[src/boot_mem_defines.svh]
/*
  Global sizes for the boot and data memory block.
  DM_DEPTH_BITS + 2 must not exceed ADDR_BITS, since the memory is
  indexed by byte address bits [DM_DEPTH_BITS+1:2].
  LINE_BITS must equal SEG_WORDS * WORD_BITS.
*/
`ifndef BOOT_MEM_DEFINES_SVH
`define BOOT_MEM_DEFINES_SVH

// data path
`define WORD_BITS      32
`define ADDR_BITS      16

// host request address with the upper bits always zero
`define EX_ADDR_BITS   64

// boot image layout
`define SEG_COUNT      4
`define SEG_WORDS      16

// one accelerator line is SEG_WORDS words
`define LINE_BITS      512

// 16K words of data memory
`define DM_DEPTH_BITS  14

`endif

[src/mem_types_pkg.sv]
/*
  Types shared by everything that touches the data memory.
  A mem_wr_t with valid low is ignored by the memory, whatever
  its address and data hold.
*/
`include "boot_mem_defines.svh"

package mem_types_pkg;

    typedef logic [`WORD_BITS-1:0]     word_t;
    typedef logic [`ADDR_BITS-1:0]     byte_addr_t;
    typedef logic [`DM_DEPTH_BITS-1:0] word_idx_t;   // byte address / 4
    typedef logic [`LINE_BITS-1:0]     line_t;       // word k at bits 32k up

    ////////////////////////////////////////////////////////////////////
    // single word write request
    ////////////////////////////////////////////////////////////////////
    typedef struct packed {
        logic       valid;
        byte_addr_t addr;   // word aligned
        word_t      data;
    } mem_wr_t;

endpackage

[src/host_types_pkg.sv]
/*
  Types for the host side of the boot path.
  Only IDLE and READ are issued; this block never writes to the host.
  SEG_BASE holds SEG_COUNT word-aligned bases, loaded in table order.
*/
`include "boot_mem_defines.svh"

package host_types_pkg;

    // request opcode on the external port
    typedef enum logic [1:0] {
        IDLE = 2'b00,
        READ = 2'b01
    } host_op_t;

    // boot sequencer states
    typedef enum logic [2:0] {
        WAIT_READY = 3'd0,
        REQ_SEG    = 3'd1,
        LOAD_SEG   = 3'd2,
        RUN        = 3'd3
    } loader_state_t;

    typedef logic [`EX_ADDR_BITS-1:0] ex_addr_t;

    ////////////////////////////////////////////////////////////////////
    // data segment bases in load order
    ////////////////////////////////////////////////////////////////////
    localparam logic [`ADDR_BITS-1:0] SEG_BASE [`SEG_COUNT] = '{
        16'h1000,
        16'h1040,
        16'h2000,
        16'h0100
    };

endpackage

[src/segment_loader.sv]
/*
  Boot sequencer. Waits for ready, then pulls SEG_COUNT segments from
  the host and writes every word into data memory.
  The host must frame each segment with rd_valid on word 0 and tx_done
  on the last word, with one word per cycle in between. There is no
  flow control toward the host. After the last segment the block sits
  in RUN until reset.
*/
`timescale 1ns/10ps
`include "boot_mem_defines.svh"

module segment_loader
    import mem_types_pkg::*;
    import host_types_pkg::*;
(
    input  logic     clk,
    input  logic     rst_n,
    input  logic     ready,
    input  logic     rd_valid,
    input  logic     tx_done,
    input  word_t    ex_wrt_data,
    output host_op_t op,
    output ex_addr_t ex_addr,
    output mem_wr_t  load_wr,
    output logic     load_done
);

    localparam int unsigned SEG_CNT_BITS = $clog2(`SEG_COUNT);
    localparam int unsigned EX_PAD       = `EX_ADDR_BITS - `ADDR_BITS;

    loader_state_t           state;
    loader_state_t           next_state;
    logic [SEG_CNT_BITS-1:0] seg_cnt;
    byte_addr_t              cur_addr;   // address of the next word
    logic                    set_addr;
    logic                    step_addr;
    logic                    seg_end;
    logic                    last_seg;

    assign last_seg  = (seg_cnt == SEG_CNT_BITS'(`SEG_COUNT - 1));
    assign seg_end   = (state == LOAD_SEG) && tx_done;
    assign load_done = (state == RUN);

    //////////////////////////////////////////////////////////////////////
    // state, segment counter, write address
    //////////////////////////////////////////////////////////////////////
    always_ff @(posedge clk or negedge rst_n) begin
        if (!rst_n) begin
            state    <= WAIT_READY;
            seg_cnt  <= '0;
            cur_addr <= '0;
        end else begin
            state <= next_state;
            if (seg_end && !last_seg)
                seg_cnt <= seg_cnt + 1'b1;
            if (set_addr)
                cur_addr <= SEG_BASE[seg_cnt] + byte_addr_t'(4);  // word 0 goes to base
            else if (step_addr)
                cur_addr <= cur_addr + byte_addr_t'(4);
        end
    end

    //////////////////////////////////////////////////////////////////////
    // next state and host / memory outputs
    //////////////////////////////////////////////////////////////////////
    always_comb begin
        next_state = state;
        op         = IDLE;
        ex_addr    = '0;
        load_wr    = '0;
        set_addr   = 1'b0;
        step_addr  = 1'b0;

        case (state)
            WAIT_READY: begin
                if (ready)
                    next_state = REQ_SEG;
            end
            REQ_SEG: begin
                op       = READ;
                ex_addr  = {{EX_PAD{1'b0}}, SEG_BASE[seg_cnt]};
                set_addr = 1'b1;
                if (rd_valid) begin
                    // first word lands at the base itself
                    load_wr    = '{valid: 1'b1, addr: SEG_BASE[seg_cnt], data: ex_wrt_data};
                    next_state = LOAD_SEG;
                end
            end
            LOAD_SEG: begin
                op        = READ;
                load_wr   = '{valid: 1'b1, addr: cur_addr, data: ex_wrt_data};
                step_addr = 1'b1;
                if (tx_done)
                    next_state = last_seg ? RUN : REQ_SEG;  // tx_done word is still written
            end
            RUN: begin
                next_state = RUN;
            end
            default: begin
                next_state = WAIT_READY;
            end
        endcase
    end

    // boot runs once; after load_done the host port stays quiet
    a_run_quiet: assert property (@(posedge clk) disable iff (!rst_n)
        load_done |=> (load_done && op != READ))
        else $error("loader left RUN or requested host data after boot");

endmodule

[config.mk]
export PLATFORM = sky130hd
export DESIGN_NAME = segment_loader
export DESIGN_NICKNAME = d
export VERILOG_FILES = /design/src/mem_types_pkg.sv /design/src/host_types_pkg.sv /design/src/segment_loader.sv
export VERILOG_INCLUDE_DIRS = /design/src /design/src/src
export SDC_FILE = /design/constraint.sdc
export NUM_CORES = 1
export LEC_CHECK = 0
export ABC_CLOCK_PERIOD_IN_PS = 4500
export BUFFER_PORTS_ARGS = -buffer_cell sky130_fd_sc_hd__buf_4
export CORE_ASPECT_RATIO = 0.5
export CORE_MARGIN = 2
export CORE_UTILIZATION = 25
export DETAILED_ROUTE_END_ITERATION = 12
export GPL_TIMING_DRIVEN = 0
export HOLD_SLACK_MARGIN = 0.03
export SLEW_MARGIN = 20
export SYNTH_ARGS = -nofsm -noshare
export SYNTH_HDL_FRONTEND = slang
export SYNTH_SLANG_ARGS = --single-unit
[constraint.sdc]
create_clock -name clk -period 4.5 [get_ports clk]
set_input_delay 0.45 -clock clk [delete_from_list [all_inputs] [get_ports clk]]
set_output_delay 0.45 -clock clk [all_outputs]
set_load 0.01 [all_outputs]
# Word level (Yosys, flattened, before mapping)
# Cells that the tools add are included.
[totals]
input_bits = 37
register_bits = 21
[op_classes]
bitwise_logic = 1
reduce_logical = 7
n_eq_ne = 7
n_lt_le_gt_ge = 1
addsub = 3
muxes = 16
[ops]
columns = ["op", "n"]
rows = [
  ["$pmux 49 s2", 1],
  ["$mux 16", 5],
  ["$mux 49", 1],
  ["$add 16x3->16 const B", 2],
  ["$bmux 16 s2", 1],
  ["$pmux 3 s4", 1],
  ["$mux 3", 3],
  ["$eq 3x2->1 const B", 2],
  ["$ne 2x2->1 const B", 3],
  ["$eq 3x1->1 const B", 1],
  ["$ge 3x3->1 const B", 1],
  ["$logic_not 3->1", 1],
  ["$mux 1", 3],
  ["$not 2->3", 1],
  ["$reduce_and 3->1", 1],
  ["$add 2x1->2 const B", 1],
  ["$eq 2x2->1 const B", 1],
  ["$logic_and 1x1->1", 2],
  ["$mux 2", 1],
  ["$reduce_bool 2->1", 1],
  ["$reduce_or 2->1", 1],
  ["$logic_not 1->1", 1],
]

# Longest topological paths before layout
[depth]
word_depth = 6
depth_mapped = 10
ltp_nobuf = 8

# Least setup slack after synthesis
# No wires, ideal clock.
[synth_path]
path_kind = "register to register"
from = "register state[1]"
to = "register cur_addr[6]"
arrival_ps = 2020
setup_time_ps = 127
setup_slack_ps = 2353
required_time_ps = 4373
stages_incl_launch_ff = 11
path_cell_list = "dfrtp_1 inv_1 ha_1 clkbuf_1 clkbuf_1 nor2b_1 ha_1 and3_1 xnor2_1 a2bb2oi_1 o31ai_1"
[synth_between]
elab_chain_cells = 3
elab_cells_between_ends = 6
cone_classes = "eq/ne (2); mux (3); reduce/logical (1)"
[synth_lines]
columns = ["item", "line_no", "rtl"]
rows = [
  ["start, declared", "segment_loader.sv:31", "loader_state_t state;"],
  ["start signal, assigned", "segment_loader.sv:53", "state <= next_state;"],
  ["$eq 3x1->1 or $eq 3x2->1 (tied branches)", "segment_loader.sv:74", "case (state)"],
  ["$mux 1", "segment_loader.sv:74", ""],
  ["$mux 16 or $reduce_bool 2->1 (tied branches)", "n/a", ""],
  ["end signal, assigned", "segment_loader.sv:57", "cur_addr <= SEG_BASE[seg_cnt] + byte_addr_t'(4);"],
  ["end signal, assigned", "segment_loader.sv:59", "cur_addr <= cur_addr + byte_addr_t'(4);"],
  ["end, declared", "segment_loader.sv:34", "byte_addr_t cur_addr;"],
]
# Several ways; a longest one is shown, not always the timed one.
# A chain may end at the register's enable or synchronous reset.

==> summary.md <==
| Metric | Value |
|---|---|
| Fraction of the yosys area taken by sequential cells | around a fifth |
| Reg2reg end | cur_addr[6]$_DFFE_PN0P_ |
| Static leakage | ~1.8 nW |
| First-pass GRT wire length | around 8500 um |
| Hold slack | 0.0637 ns |
| Die Wd | between 100 and 150 um |
| F_max | about 0.34 GHz |
| Synth Warn # | 0 |
| Pin count of the biggest net entering global routing | 19 |
| Antenna diode count | 0 |
| Setup Buffers After CTS | 0 |
| Commonest non-fill, non-tap cell in the layout | buf_4 |
| Power Density | ~470 nW/um^2 |
| Worst Hold Class | primary input to asynchronous set/reset pin |
| Ys flop type | dfrtp_1 |
| Vias in the first global route | between 1.5k and 2k |
| Crit start category | flop |
| CTS HTree Levels | 1 |
| Final instance area | 3240 sq um |
| Filler instances | 830 |
| CP startpoint | state[1]$_DFFE_PN0P_ |
| Slew margin rel. | 64.4% |
| Routed wire per std cell | 10.8 um |
| RePlAce Congestion | approximately 0.82 |
| Arr. time, crit path | 2.47 ns |
| Final WL | roughly 5700 um |
| Final min period | just under 3 ns |
| Reg2reg setup slack | around 1.8 ns |
| Largest cells by area after synthesis | buf_4 (22%), dfrtp_1 (21%), and2_1 (11%), ha_1 (5.9%), nor2b_1 (3.9%) |
| Detailed router's first-iteration violation count | 63 |
| Reg area | 450 sq um |
| Cell area after synthesis | approximately 2100 sq um |
| Clock buffer count from CTS | 3 |
| Most frequent cells in the layout | buf_4 (152), conb_1 (63), and2_1 (36) |
| Initial antenna violation count | 0 |
| Post-CTS Hold Fix Bufs | 0 |
| Total Nets Final | between 400 and 500 |
| Kind of end point of the critical path | output port |
| Global Route Usage Sum | around 12% |
| Unrepaired setup endpoints after global routing | false |
| Drt pass-1 iters | 4 |
| Layout cells sized above 1 | 39.5% |
| Reg-to-reg critical path startpoint | state[1]$_DFFE_PN0P_ |
| CTS tree | yes |
| Clock Sinks | 18 |
| Final Hold Viols | 0 |
| Actual slew at the worst max-slew pin | about 0.53 ns |
| Layout Skew | slightly below 0.009 ns |
| Cells after synthesis | about 260 |
| Number of max-cap violations | 0 |
| Worst setup path endpoint | load_wr[28] |
| Yosys cell types | 39 |
| Area Overhead vs Synth | 53.7% |
| Final period util | 64.9% |
| Total gr overflow | 0 |
| Core Region | approximately 8100 sq um |
| Synth async-reset ratio | 100% |
| DRC viols | 0 |
| Clock Pin Slew Worst Setup and Hold Paths | about 0.06 ns |
| Chip height | between 60 and 70 um |
| Initial Util | 26.0% |
| R2r worst-path depth | 10 |
| Std cell rows | 23 |
| Crit path required time | roughly 4 ns |
| Via count | between 2k and 2.5k |
| DP HPWL | about 4700 um |
| Cell Area, Placed | 3150 sq um |
| I/O pins | around 150 |
| Status | finished clean |
| Setup_tns | 0 ns |
| Critical path class | flop to output port |
| Skew-Pair Late Insertion Delay | about 0.25 ns |
| Area leader, netlist | buf_4 |
| Crit path max fanout | 10 |
| Setup Viol. Count Final | 0 |
| Via density | between 3 and 4 |
| Antenna-violating nets left | 0 |
| PortBufs | 89 |
| Number of enable flip-flop cells after synthesis | 0 |
| Maximum vdd drop | between 150 and 200 uV |
| Synthesized flop and latch total | 18 |
| Gates resized, CTS repair | 0 |
| Area share of the largest cell type after synthesis | about 22% |
| Bufs on Longest Clock Path | 2 |
| Final slew viol count | 0 |
| Footprint of the multi-input gates | approximately 1300 sq um |
| Clock tree root driver cell | clkbuf_16 |
| Syn avg cell area | between 8 and 9 sq um |
| Die Area | slightly above 9000 sq um |
-- area by class of cell --
type / instances / area share (%)
well taps: 112 / 4.33
clock buffers: 4 / 2.75
multi-input cells: 216 / 40.2
inverters: 15 / 1.74
plain buffers: 76 / 16.4
repair buffers: 89 / 20.6
flip-flops and latches: 18 / 13.9
-- layer usage --
metal / vias to the layer above / track usage (%) / wire (um)
met5: - / 0 / 0
met4: 0 / 3.32 / 75
met3: 8 / 2.34 / 413
met2: 88 / 19.4 / 2680
met1: 877 / 15.2 / 2530
li1: 1053 / - / -
-- logic make-up after synthesis --
logic type	after synthesis	synth area share (%)
other	1	0.178
flip-flops	18	21.4
multiplexers	7	3.39
buffers and inverters	91	27.9
AO/OA/AOI/OAI	37	11.9
XOR/XNOR	6	2.50
adder cells (fa/ha/maj)	10	5.94
AND/OR/NAND/NOR	93	26.9
-- power breakdown --
group          internal, mW  switching [mW]  total [mW]
Sequential            0.218          0.0765       0.294
Combinational         0.456           0.560        1.02
Clock                 0.135          0.0652       0.201
-- how the worst min path moves through the flow --
| stage | slack (ns) | from | to |
|---|---|---|---|
| finish | 0.06 | rst_n | cur_addr[2]$_DFFE_PN0P_ |
| global route | 0.08 | rst_n | cur_addr[13]$_DFFE_PN0P_ |
| CTS | 0.07 | rst_n | cur_addr[13]$_DFFE_PN0P_ |
| detailed placement | 0.35 | rst_n | state[1]$_DFFE_PN0P_ |
| global placement | 0.35 | rst_n | state[1]$_DFFE_PN0P_ |
| floorplan | 0.15 | rst_n | cur_addr[10]$_DFFE_PN0P_ |
-- flip-flops by register name, indices dropped and copies added, names as in the netlist --
name      cells
cur_addr     14
seg_cnt       2
state         2
-- cells in the mapped netlist (3+ instances only) --
cell type and n:
buf_4 63, nand3_1 5, o22ai_1 5, o31ai_1 3, inv_1 15, nand2_1 11, nor3_2 3, and2_1 36
o21ai_0 6, o21ai_1 3, ha_1 10, clkbuf_1 10, mux2i_1 6, nor2_1 6, and3_1 12, a32oi_1 3
dfrtp_1 18, xnor2_1 6, nor2b_1 13, a21oi_1 8
-- per-stage QoR --
step | setup slack [ns] | util, % | total power, mW | cells
3_3_place_gp | 1.78 | 38.9 | 1.31 | 526
2_1_floorplan | 2.35 | - | 0.928 | 325
3_5_place_dp | 1.77 | 38.9 | 1.32 | 526
5_1_grt | 1.26 | 40.0 | 1.64 | 530
4_1_cts | 1.50 | 40.0 | 1.52 | 530
6_report | 1.58 | 40.0 | 1.51 | 530
-- worst max-delay path, cell delays in order (launching register included) --
cell      delay [ns]
dfrtp_1         0.41
inv_1           0.12
ha_1            0.20
clkbuf_1        0.35
a21oi_1         0.14
nor2b_1         0.39
clkbuf_1        0.30
and2_1          0.19
buf_4           0.12
Note: power is estimated with default switching activity, not from simulation.
