<file path="src/boot_mem_defines.svh">
/*
  Global sizes for the boot and data memory block.
  DM_DEPTH_BITS + 2 must not exceed ADDR_BITS, since the memory is
  indexed by byte address bits [DM_DEPTH_BITS+1:2].
  LINE_BITS must equal SEG_WORDS * WORD_BITS.
*/
`ifndef BOOT_MEM_DEFINES_SVH
`define BOOT_MEM_DEFINES_SVH

// data path
`define WORD_BITS      32
`define ADDR_BITS      16

// host request address with the upper bits always zero
`define EX_ADDR_BITS   64

// boot image layout
`define SEG_COUNT      4
`define SEG_WORDS      16

// one accelerator line is SEG_WORDS words
`define LINE_BITS      512

// 16K words of data memory
`define DM_DEPTH_BITS  14

`endif

</file>
<file path="src/mem_types_pkg.sv">
/*
  Types shared by everything that touches the data memory.
  A mem_wr_t with valid low is ignored by the memory, whatever
  its address and data hold.
*/
`include "boot_mem_defines.svh"

package mem_types_pkg;

    typedef logic [`WORD_BITS-1:0]     word_t;
    typedef logic [`ADDR_BITS-1:0]     byte_addr_t;
    typedef logic [`DM_DEPTH_BITS-1:0] word_idx_t;   // byte address / 4
    typedef logic [`LINE_BITS-1:0]     line_t;       // word k at bits 32k up

    ////////////////////////////////////////////////////////////////////
    // single word write request
    ////////////////////////////////////////////////////////////////////
    typedef struct packed {
        logic       valid;
        byte_addr_t addr;   // word aligned
        word_t      data;
    } mem_wr_t;

endpackage

</file>
<file path="src/line_reader.sv">
/*
  Reads one aligned 64-byte line as SEG_WORDS sequential word reads.
  accel_addr must be 64-byte aligned. The first read is issued in the
  request cycle, so accel_rd_valid comes 17 cycles after accel_rd_en.
  accel_rd_en is ignored while accel_busy is high. The line stays on
  accel_rd_data until the next read.
*/
`timescale 1ns/10ps
`include "boot_mem_defines.svh"

module line_reader
    import mem_types_pkg::*;
(
    input  logic       clk,
    input  logic       rst_n,
    input  logic       accel_rd_en,
    input  byte_addr_t accel_addr,
    input  word_t      rd_data,
    output word_idx_t  rd_idx,
    output line_t      accel_rd_data,
    output logic       accel_rd_valid,
    output logic       accel_busy
);

    localparam int unsigned IDX_LSB  = 2;
    localparam int unsigned IDX_TOP  = `DM_DEPTH_BITS + IDX_LSB;
    localparam int unsigned CNT_BITS = $clog2(`SEG_WORDS);
    localparam int unsigned LINE_LSB = CNT_BITS + IDX_LSB;   // 64-byte line

    byte_addr_t          base_addr;
    logic [CNT_BITS-1:0] cnt;        // words captured so far
    logic                accept;
    logic                last_word;
    line_t               line_q;

    assign accept        = accel_rd_en && !accel_busy;
    assign last_word     = (cnt == CNT_BITS'(`SEG_WORDS - 1));
    assign accel_rd_data = line_q;

    // word 0 straight from the request, the rest from the latched base
    always_comb begin
        if (accel_busy)
            rd_idx = base_addr[IDX_TOP-1:IDX_LSB] + word_idx_t'(cnt) + word_idx_t'(1);
        else
            rd_idx = accel_addr[IDX_TOP-1:IDX_LSB];
    end

    //////////////////////////////////////////////////////////////////////
    // sequencing
    //////////////////////////////////////////////////////////////////////
    always_ff @(posedge clk or negedge rst_n) begin
        if (!rst_n) begin
            accel_busy     <= 1'b0;
            accel_rd_valid <= 1'b0;
            cnt            <= '0;
        end else if (accel_rd_valid) begin
            accel_busy     <= 1'b0;   // busy ends with the valid cycle
            accel_rd_valid <= 1'b0;
        end else if (accel_busy) begin
            cnt            <= cnt + 1'b1;   // wraps back to 0 after the last word
            accel_rd_valid <= last_word;
        end else if (accept) begin
            accel_busy <= 1'b1;
        end
    end

    // oldest word of the line ends up in the low bits
    always_ff @(posedge clk) begin
        if (accept)
            base_addr <= accel_addr;
        if (accel_busy && !accel_rd_valid)
            line_q <= {rd_data, line_q[`LINE_BITS-1:`WORD_BITS]};
    end

    a_line_aligned: assert property (@(posedge clk) disable iff (!rst_n)
        accept |=> (base_addr[LINE_LSB-1:0] == '0))
        else $error("line read address 0x%0h not 64-byte aligned", base_addr);

endmodule

</file>
<file path="config.mk">
export PLATFORM = sky130hd
export DESIGN_NAME = line_reader
export DESIGN_NICKNAME = d
export VERILOG_FILES = /design/src/mem_types_pkg.sv /design/src/line_reader.sv
export VERILOG_INCLUDE_DIRS = /design/src /design/src/src
export SDC_FILE = /design/constraint.sdc
export NUM_CORES = 1
export LEC_CHECK = 0
export BUFFER_PORTS_ARGS = -buffer_cell sky130_fd_sc_hd__clkbuf_2
export CELL_PAD_IN_SITES_DETAIL_PLACEMENT = 1
export CELL_PAD_IN_SITES_GLOBAL_PLACEMENT = 1
export CORE_AREA = 2 2 228 230
export DETAILED_ROUTE_END_ITERATION = 16
export DIE_AREA = 0 0 230 232
export PLACE_DENSITY_LB_ADDON = 0.05
export SYNTH_ARGS = -nofsm -noshare
export SYNTH_HDL_FRONTEND = slang
export SYNTH_SLANG_ARGS = --single-unit
</file>
<file path="constraint.sdc">
create_clock -name clk -period 19.3 [get_ports clk]
set_input_delay 0.965 -clock clk [delete_from_list [all_inputs] [get_ports clk]]
set_output_delay 0.965 -clock clk [all_outputs]
set_load 0.05 [all_outputs]
</file>
Word-level counts from Yosys, hierarchy flattened
Index checks and enable logic that the tools add are counted.
Cells by class
  add/subtract/negate cells: 3
  $mul: 0
  div/mod/pow operators: 0
  magnitude comparators: 0
  eq/ne operators: 1
  shift-type cells: 0
  mux-type cells: 6
  bitwise gates (word level): 1
  reductions and logical operators: 5
Operator list (number)
  14-bit by 1-bit adder with 14-bit output, second input constant: 1
  14-bit by 4-bit adder with 14-bit output: 1
  14-bit 2-to-1 mux: 1
  1-bit 2-to-1 mux: 5
  4-bit by 1-bit adder with 4-bit output, second input constant: 1
  4-bit == test, second input constant: 1
  1-bit logical AND: 2
  1-bit zero test: 2
  2-bit AND reduction: 1
  1-bit inverter: 1
Storage, ports and cells
  register bits: 534
  bits in latches: 0
  memory bits (writable): 0
  ROM bits: 0
  bits of input ports: 51
  output and inout bits: 528
  memories: 0

Longest topological paths before layout
Gate-level depths: netlist of run 1.
  depth after elaboration: 5
  depth in mapped cells: 8
  depth with buffers taken out: 8

Worst setup path before layout of run 1
Ideal clock, no wire load.
  path kind: register to register
  start point: register accel_busy
  end point: register cnt[1]
  setup time: 0.134 ns
  arrival: 15.601 ns
  slack: 3.565 ns
  stages on the path, launching flop included: 5
  clock period less this slack: 15.735 ns
  cells stage by stage: dfrtp_1 > buf_2 > inv_2 > nor2_2 > mux2_2
Between the ends
  word-level cells in the longest chain between the ends: 1
Ends and longest elaborated chain
  start: declaration: RTL line line_reader.sv:22  | output logic accel_busy
  start signal: assignment: RTL line line_reader.sv:53  | accel_busy <= 1'b0;
  start signal: assignment: RTL line line_reader.sv:57  | accel_busy <= 1'b0;
  start signal: assignment: RTL line line_reader.sv:63  | accel_busy <= 1'b1;
  2-bit AND reduction (no source line)
  end signal: assignment: RTL line line_reader.sv:60  | cnt <= cnt + 1'b1;
  end: declaration: RTL line line_reader.sv:31  | logic [CNT_BITS-1:0] cnt;
No other way between the ends.
A chain may end at the register's enable or synchronous reset.

Worst setup path after layout of run 1
  start point: register accel_busy
  end point: register line_q[29], in the netlist accel_rd_data[29], enable pin
Between the ends
  word-level cells in the longest chain between the ends: 1
Ends and longest elaborated chain
  1-bit logical AND: RTL line line_reader.sv:71  | if (accel_busy && !accel_rd_valid)
  end signal: assignment: RTL line line_reader.sv:72  | line_q <= {rd_data, line_q[`LINE_BITS-1:`WORD_BITS]};
  end: declaration: RTL line line_reader.sv:34  | line_t line_q;
No other way between the ends.

==> results of run 1 <==
per-layer routing:
metal	part of all wire, %	vias up	track usage (%)	routed length [µm]
met4	3.0	0	5.30	1250
met1	36	4221	16.4	15200
met2	52	326	26.5	21900
met3	9.3	77	6.53	3930
li1	-	3855	-	-
met5	0	-	0	0
cell usage in the layout, fill, tap and decap left out, types with 2 or more instances in the layout:
cell type,Yosys,routed
nor4b_1,2,2
nand2_1,9,9
buf_4,0,8
clkbuf_2,0,576
nor2_1,8,8
nand4_1,2,2
dfrtp_1,6,6
ha_1,5,5
mux2_2,3,3
o2bb2ai_1,2,2
nor3_1,3,3
a211oi_2,2,2
clkinvlp_4,0,2
xnor2_1,9,9
a21oi_1,10,10
and3_1,2,2
clkinv_1,0,12
inv_6,0,2
o21a_1,2,2
or3_1,2,2
clkbuf_1,1,18
clkinv_2,0,8
nand4b_1,3,3
inv_1,6,6
edfxtp_1,526,526
nor2b_1,4,4
nand3_1,7,7
o21ai_0,5,5
a31oi_1,3,3
clkbuf_16,0,57
logic make-up (layout without fill, tap and decap cells):
group / Yosys count / count (layout) / share of synthesized area, %
xor+xnor: 9 / 9 / 0.474
compound gates: 29 / 29 / 1.14
flops: 532 / 532 / 95.8
fa+ha+maj: 6 / 6 / 0.496
mux: 3 / 3 / 0.203
buf+inv: 12 / 691 / 0.293
simple gates: 46 / 46 / 1.56
path summary, 6_finish.rpt:
check,startpoint,endpoint,slack [ps],cells after the start
max reg2reg,accel_busy,accel_rd_data[29],14100,5
min in group clk,accel_rd_data[175],accel_rd_data[143],440,0
min reg2reg,accel_rd_data[175],accel_rd_data[143],440,0
max,accel_busy,accel_rd_data[29],14100,5
max in group asynchronous,rst_n,accel_rd_valid,18930,1
min,rst_n,accel_busy,200,1
metrics by stage:
stage / instances / worst slack, ps / utilization [%] / cell area [µm²] / hold WS [ps]
2_1_floorplan: 637 / 3570 / - / 16600 / 470
3_3_place_gp: 1896 / 14050 / 40.1 / 20400 / 430
3_5_place_dp: 1896 / 14000 / 40.1 / 20400 / 432
4_1_cts: 1996 / 13990 / 43.3 / 22100 / 152
6_report: 1996 / 14100 / 43.3 / 22100 / 198
5_1_grt: 1996 / 13550 / 43.3 / 22100 / 158
final cells by class:
type	instances	share of cell area, %
Sequential cell	532	72.3
Timing Repair Buffer	584	13.3
Clock buffer	75	6.77
Tap cell	680	3.86
Multi-Input combinational cell	93	2.95
Clock inverter	25	0.669
Inverter	7	0.119
worst reg2reg max path, cell delays in order (launching register included):
cell	delay, ps
dfrtp_1	960
inv_2	320
nor2_4	880
buf_4	910
buf_4	890
buf_4	830
synth_stat cells (4+ instances only):
cell type / n
edfxtp_1: 526
inv_1: 6
nor2b_1: 4
a21oi_1: 10
nor2_1: 8
ha_1: 5
xnor2_1: 9
nand3_1: 7
o21ai_0: 5
dfrtp_1: 6
nand2_1: 9
state kept, by name (all words and copies together) (netlist names):
signal          count
base_addr          14
accel_rd_valid      1
cnt                 4
accel_rd_data     512
accel_busy          1
==> out/qor.yml, run 1 <==
grt_util_all_layers_pct: 15.2
post_drt_wl_per_cell_um: 21.2
overflow: 0
ant_nets: 0
rsz0062_at_grt: "no"
cap_violations: 0
period_needed_ps: 5200
grt_max_degree: 78
worstSetupStartpointType: "flop"
ys_seq_area_share_pct: 95.8
num_vias: 8479
synth_edf_count: 526
cts_hold_buf: 0
syn-cell-area_um2: 16600
crit_type: "reg -> reg"
dieArea_um2: 53400
cp.required_ps: 19510
syn_avg_cell_area_um2: 26.1
antenna_found_initial: 0
final_layout_size_suffix_gt1_share_pct: 50.3
critical_path.top_delay_family: "buffers and inverters"
dieWidth_um: 230
grt_first_pass_wirelength_um: 58700
critical_path_arrival_ps: 5420
synth_top_cell_area_share_pct: 94.9
cts_buffer_depth: 3
multi_input_area_um2: 651
die_y_um: 232
ys.flop_type: "edfxtp_1"
initialDrtViolationCount: 493
cts_root_buf: "clkbuf_16"
slew_viol_final: 0
fin_crit_sh_pct: 27.0
yosys-top-cells-area: "edfxtp_1 (95%), dfrtp_1 (0.90%), xnor2_1 (0.47%), ha_1 (0.38%), a21oi_1 (0.30%)"
synth_area_leader_cell: "edfxtp_1"
clock_sinks: 532
post_cts_buffers: 0
yosysUniqueCellTypes: 36
slowest_stage: "dfrtp_1"
register_area_um2: 15900
fillers: 5005
via_per_inst: 4.25
antenna_cells: 0
nets: 1331
yosysWarnings: 0
maxSlewHeadroom_pct: 31.9
gp_congestion: 0.763
io_buffers: 576
hold_viol: 0
grt_pass1_vias: 8624
drt_wl_total_um: 42200
start_util_pct: 32.7
clk_transition_reported_paths_ps: 60
syn_nets: 694
clock_skew_ps: 21.2
ios: 579
setup_violations: 0
cp-end-kind: "flop"
synth_seq_cells: 532
hold_class: "in -> async"
worstPathCellList: "inv_2 > nor2_4 > buf_4 > buf_4 > buf_4"
tightest_slew_ps: 1020
cts_resized: 0
route.detailed.drc: 0
cts_tree: "done"
drtPass1Iterations: 7
critical-path-max-stage-delay_ps: 960
dpl.hpwl_um: 31300
synthCells: 637
worstSkewPairLatency_ps: 590
ys_async_sr_fraction_pct: 1.13
setup_tns_ps: 0
cp_common_cell: "buf_4"
path_buf_inv: 4
cts-htree-levels: 2
core_um2: 50900
num_rows: 83
cts_buffers: 56
clock.fmax_mhz: 192
crit_fanout: 77
status: "completed"
syn_to_final_growth_pct: 32.6
Power of run 1 is not shown: default switching activity piles up to over one toggle a cycle in this logic, so the estimate is an artifact.
==> run 2, diff against run 1 <==
Clock period 19.3 ns to 5.3 ns, I/O delays scaled along.
==> run 2 against run 1 <==
Core utilization grew 1.3 points. Global-route usage grew 0.91 points. Clock-buffer cell count shrank 1. Critical endpoint is now rd_idx[4]. Highest routed layer unchanged.
==> out/qor.yml, run 2 (synthesis results as in run 1) <==
hold_viol: 0  # unchanged
dieWidth_um: 230  # unchanged
cts_resized: 0  # unchanged
cts_buffers: 57  # +1.8%
tightest_slew_ps: 941  # -78.5 ps
cts-htree-levels: 2  # unchanged
clk_transition_reported_paths_ps: 60  # about the same
cap_violations: 0  # unchanged
post_drt_wl_per_cell_um: 21.9  # +3.5%
register_area_um2: 15900  # about the same
overflow: 0  # unchanged
hold_class: "in -> async"
route.detailed.drc: 0  # unchanged
rsz0062_at_grt: "no"
final_common_cell: "clkbuf_2"
clock_sinks: 532  # unchanged
crit_fanout: 5  # -94%
dieArea_um2: 53400  # unchanged
timing.hold.ws_ps: 46.9  # -151 ps
grt_first_pass_wirelength_um: 62100  # +5.7%
start_util_pct: 32.7  # unchanged
critical_path_arrival_ps: 2750  # -2670 ps
dpl.hpwl_um: 33200  # +6.0%
drtPass1Iterations: 6  # -1
maxSlewHeadroom_pct: 37.2  # +5.4 points
cts_tree: "done"
final_layout_size_suffix_gt1_share_pct: 48.7  # -1.6 points
die_y_um: 232  # unchanged
fillers: 4961  # -0.88%
num_vias: 8715  # +2.8%
antenna_cells: 0  # unchanged
io_buffers: 576  # unchanged
slew_viol_final: 0  # unchanged
final_cell_mix: "clkbuf_2 (576), edfxtp_1 (526), clkbuf_16 (58)"
cp-end-kind: "output pin"
cts_buffer_depth: 3  # unchanged
post_cts_buffers: 0  # unchanged
grt_max_degree: 164  # +110%
status: "completed"
dpl-instance-area_um2: 20500  # +0.23%
cp.required_ps: 5040  # -14470 ps
grt_pass1_vias: 9124  # +5.8%
crit_type: "reg -> out"
period_needed_ps: 3010
initialDrtViolationCount: 463  # -6.1%
postLayoutCellArea_um2: 22700  # +3.0%
r2r_slack_ps: 2890  # -11210 ps
worstSkewPairLatency_ps: 600  # about the same
syn_to_final_growth_pct: 36.5
cts_root_buf: "clkbuf_16"
setup_violations: 0  # unchanged
antenna_found_initial: 0  # unchanged
grt_util_all_layers_pct: 16.1  # +0.91 points
gp_congestion: 0.771  # +1.0%
core_um2: 50900  # unchanged
ant_nets: 0  # unchanged
instances_no_fill: 2050  # +2.7%
clock.fmax_mhz: 332
multi_input_area_um2: 651  # unchanged
fin_crit_sh_pct: 56.9
num_rows: 83  # unchanged
clock_skew_ps: 24.6  # +3.39 ps
worstSetupStartpointType: "flop"
nets: 1379  # +3.6%
via_per_inst: 4.25  # about the same
largest_reg_flops: 512  # unchanged
ios: 579  # unchanged
drt_wl_total_um: 44900  # +6.3%
dp.cells: 1895  # -0.053%
## run 2: cell types whose count changed in the layout (fill, tap and decap cells not counted), moves of 3 or more
cell	previous run	this run
buf_12	0	4
buf_4	8	3
bufinv_16	1	4
clkbuf_1	18	15
clkinv_1	12	18
dlygate4sd3_1	0	48
## run 2: per-layer routing
layer	global-route usage, %	wire (µm)	vias up
met5	0	0	-
met1	17.8	16600	4292
li1	-	-	3958
met3	7.12	4600	73
met2	27.0	22200	392
met4	6.63	1490	0
## run 2: critical path, cell delays in order, from the launching register on
cell and delay (ps):
dfrtp_1 400, inv_1 100, ha_1 180, inv_1 60, fa_1 410, nand3_1 250, nand2_1 110, xnor2_1 150
mux2_2 260, clkbuf_2 240
## run 2: per-stage QoR
stage,util [%],TNS [ps],setup slack (ps)
final,44.6,0,2290
after global routing,44.6,0,2090
after CTS,44.6,0,2220
after detailed placement,40.2,0,2890
after global placement,40.2,0,2920
after floorplan,-,-1782320,-3890
## run 2: area by class of cell
type,instances,share of cell area (%)
tap,680,3.74
inverter,7,0.127
multi-input combinational,93,2.86
sequential,532,70.2
clock buffer,74,6.70
clock inverter,33,1.12
timing repair buffer,631,15.3
## run 2: path summary, 6_finish.rpt
kind	depth (start not counted)	end	from
worst max-delay path	9	rd_idx[4]	cnt[0]
worst min-delay path	2	cnt[0]	rst_n
worst max register to register	3	accel_rd_data[168]	accel_busy
worst min register to register	0	accel_rd_data[349]	accel_rd_data[381]
max in group asynchronous	2	accel_rd_valid	rst_n
min in group clk	2	accel_rd_data[498]	rd_data[18]
## run 2: repair_timing
action                                  4_1_cts  5_1_grt
hold buffers                                 48        0
endpoints found under the setup margin        0        0
endpoints found under the hold margin        53        0
Power of run 2 is left out for the same reason.
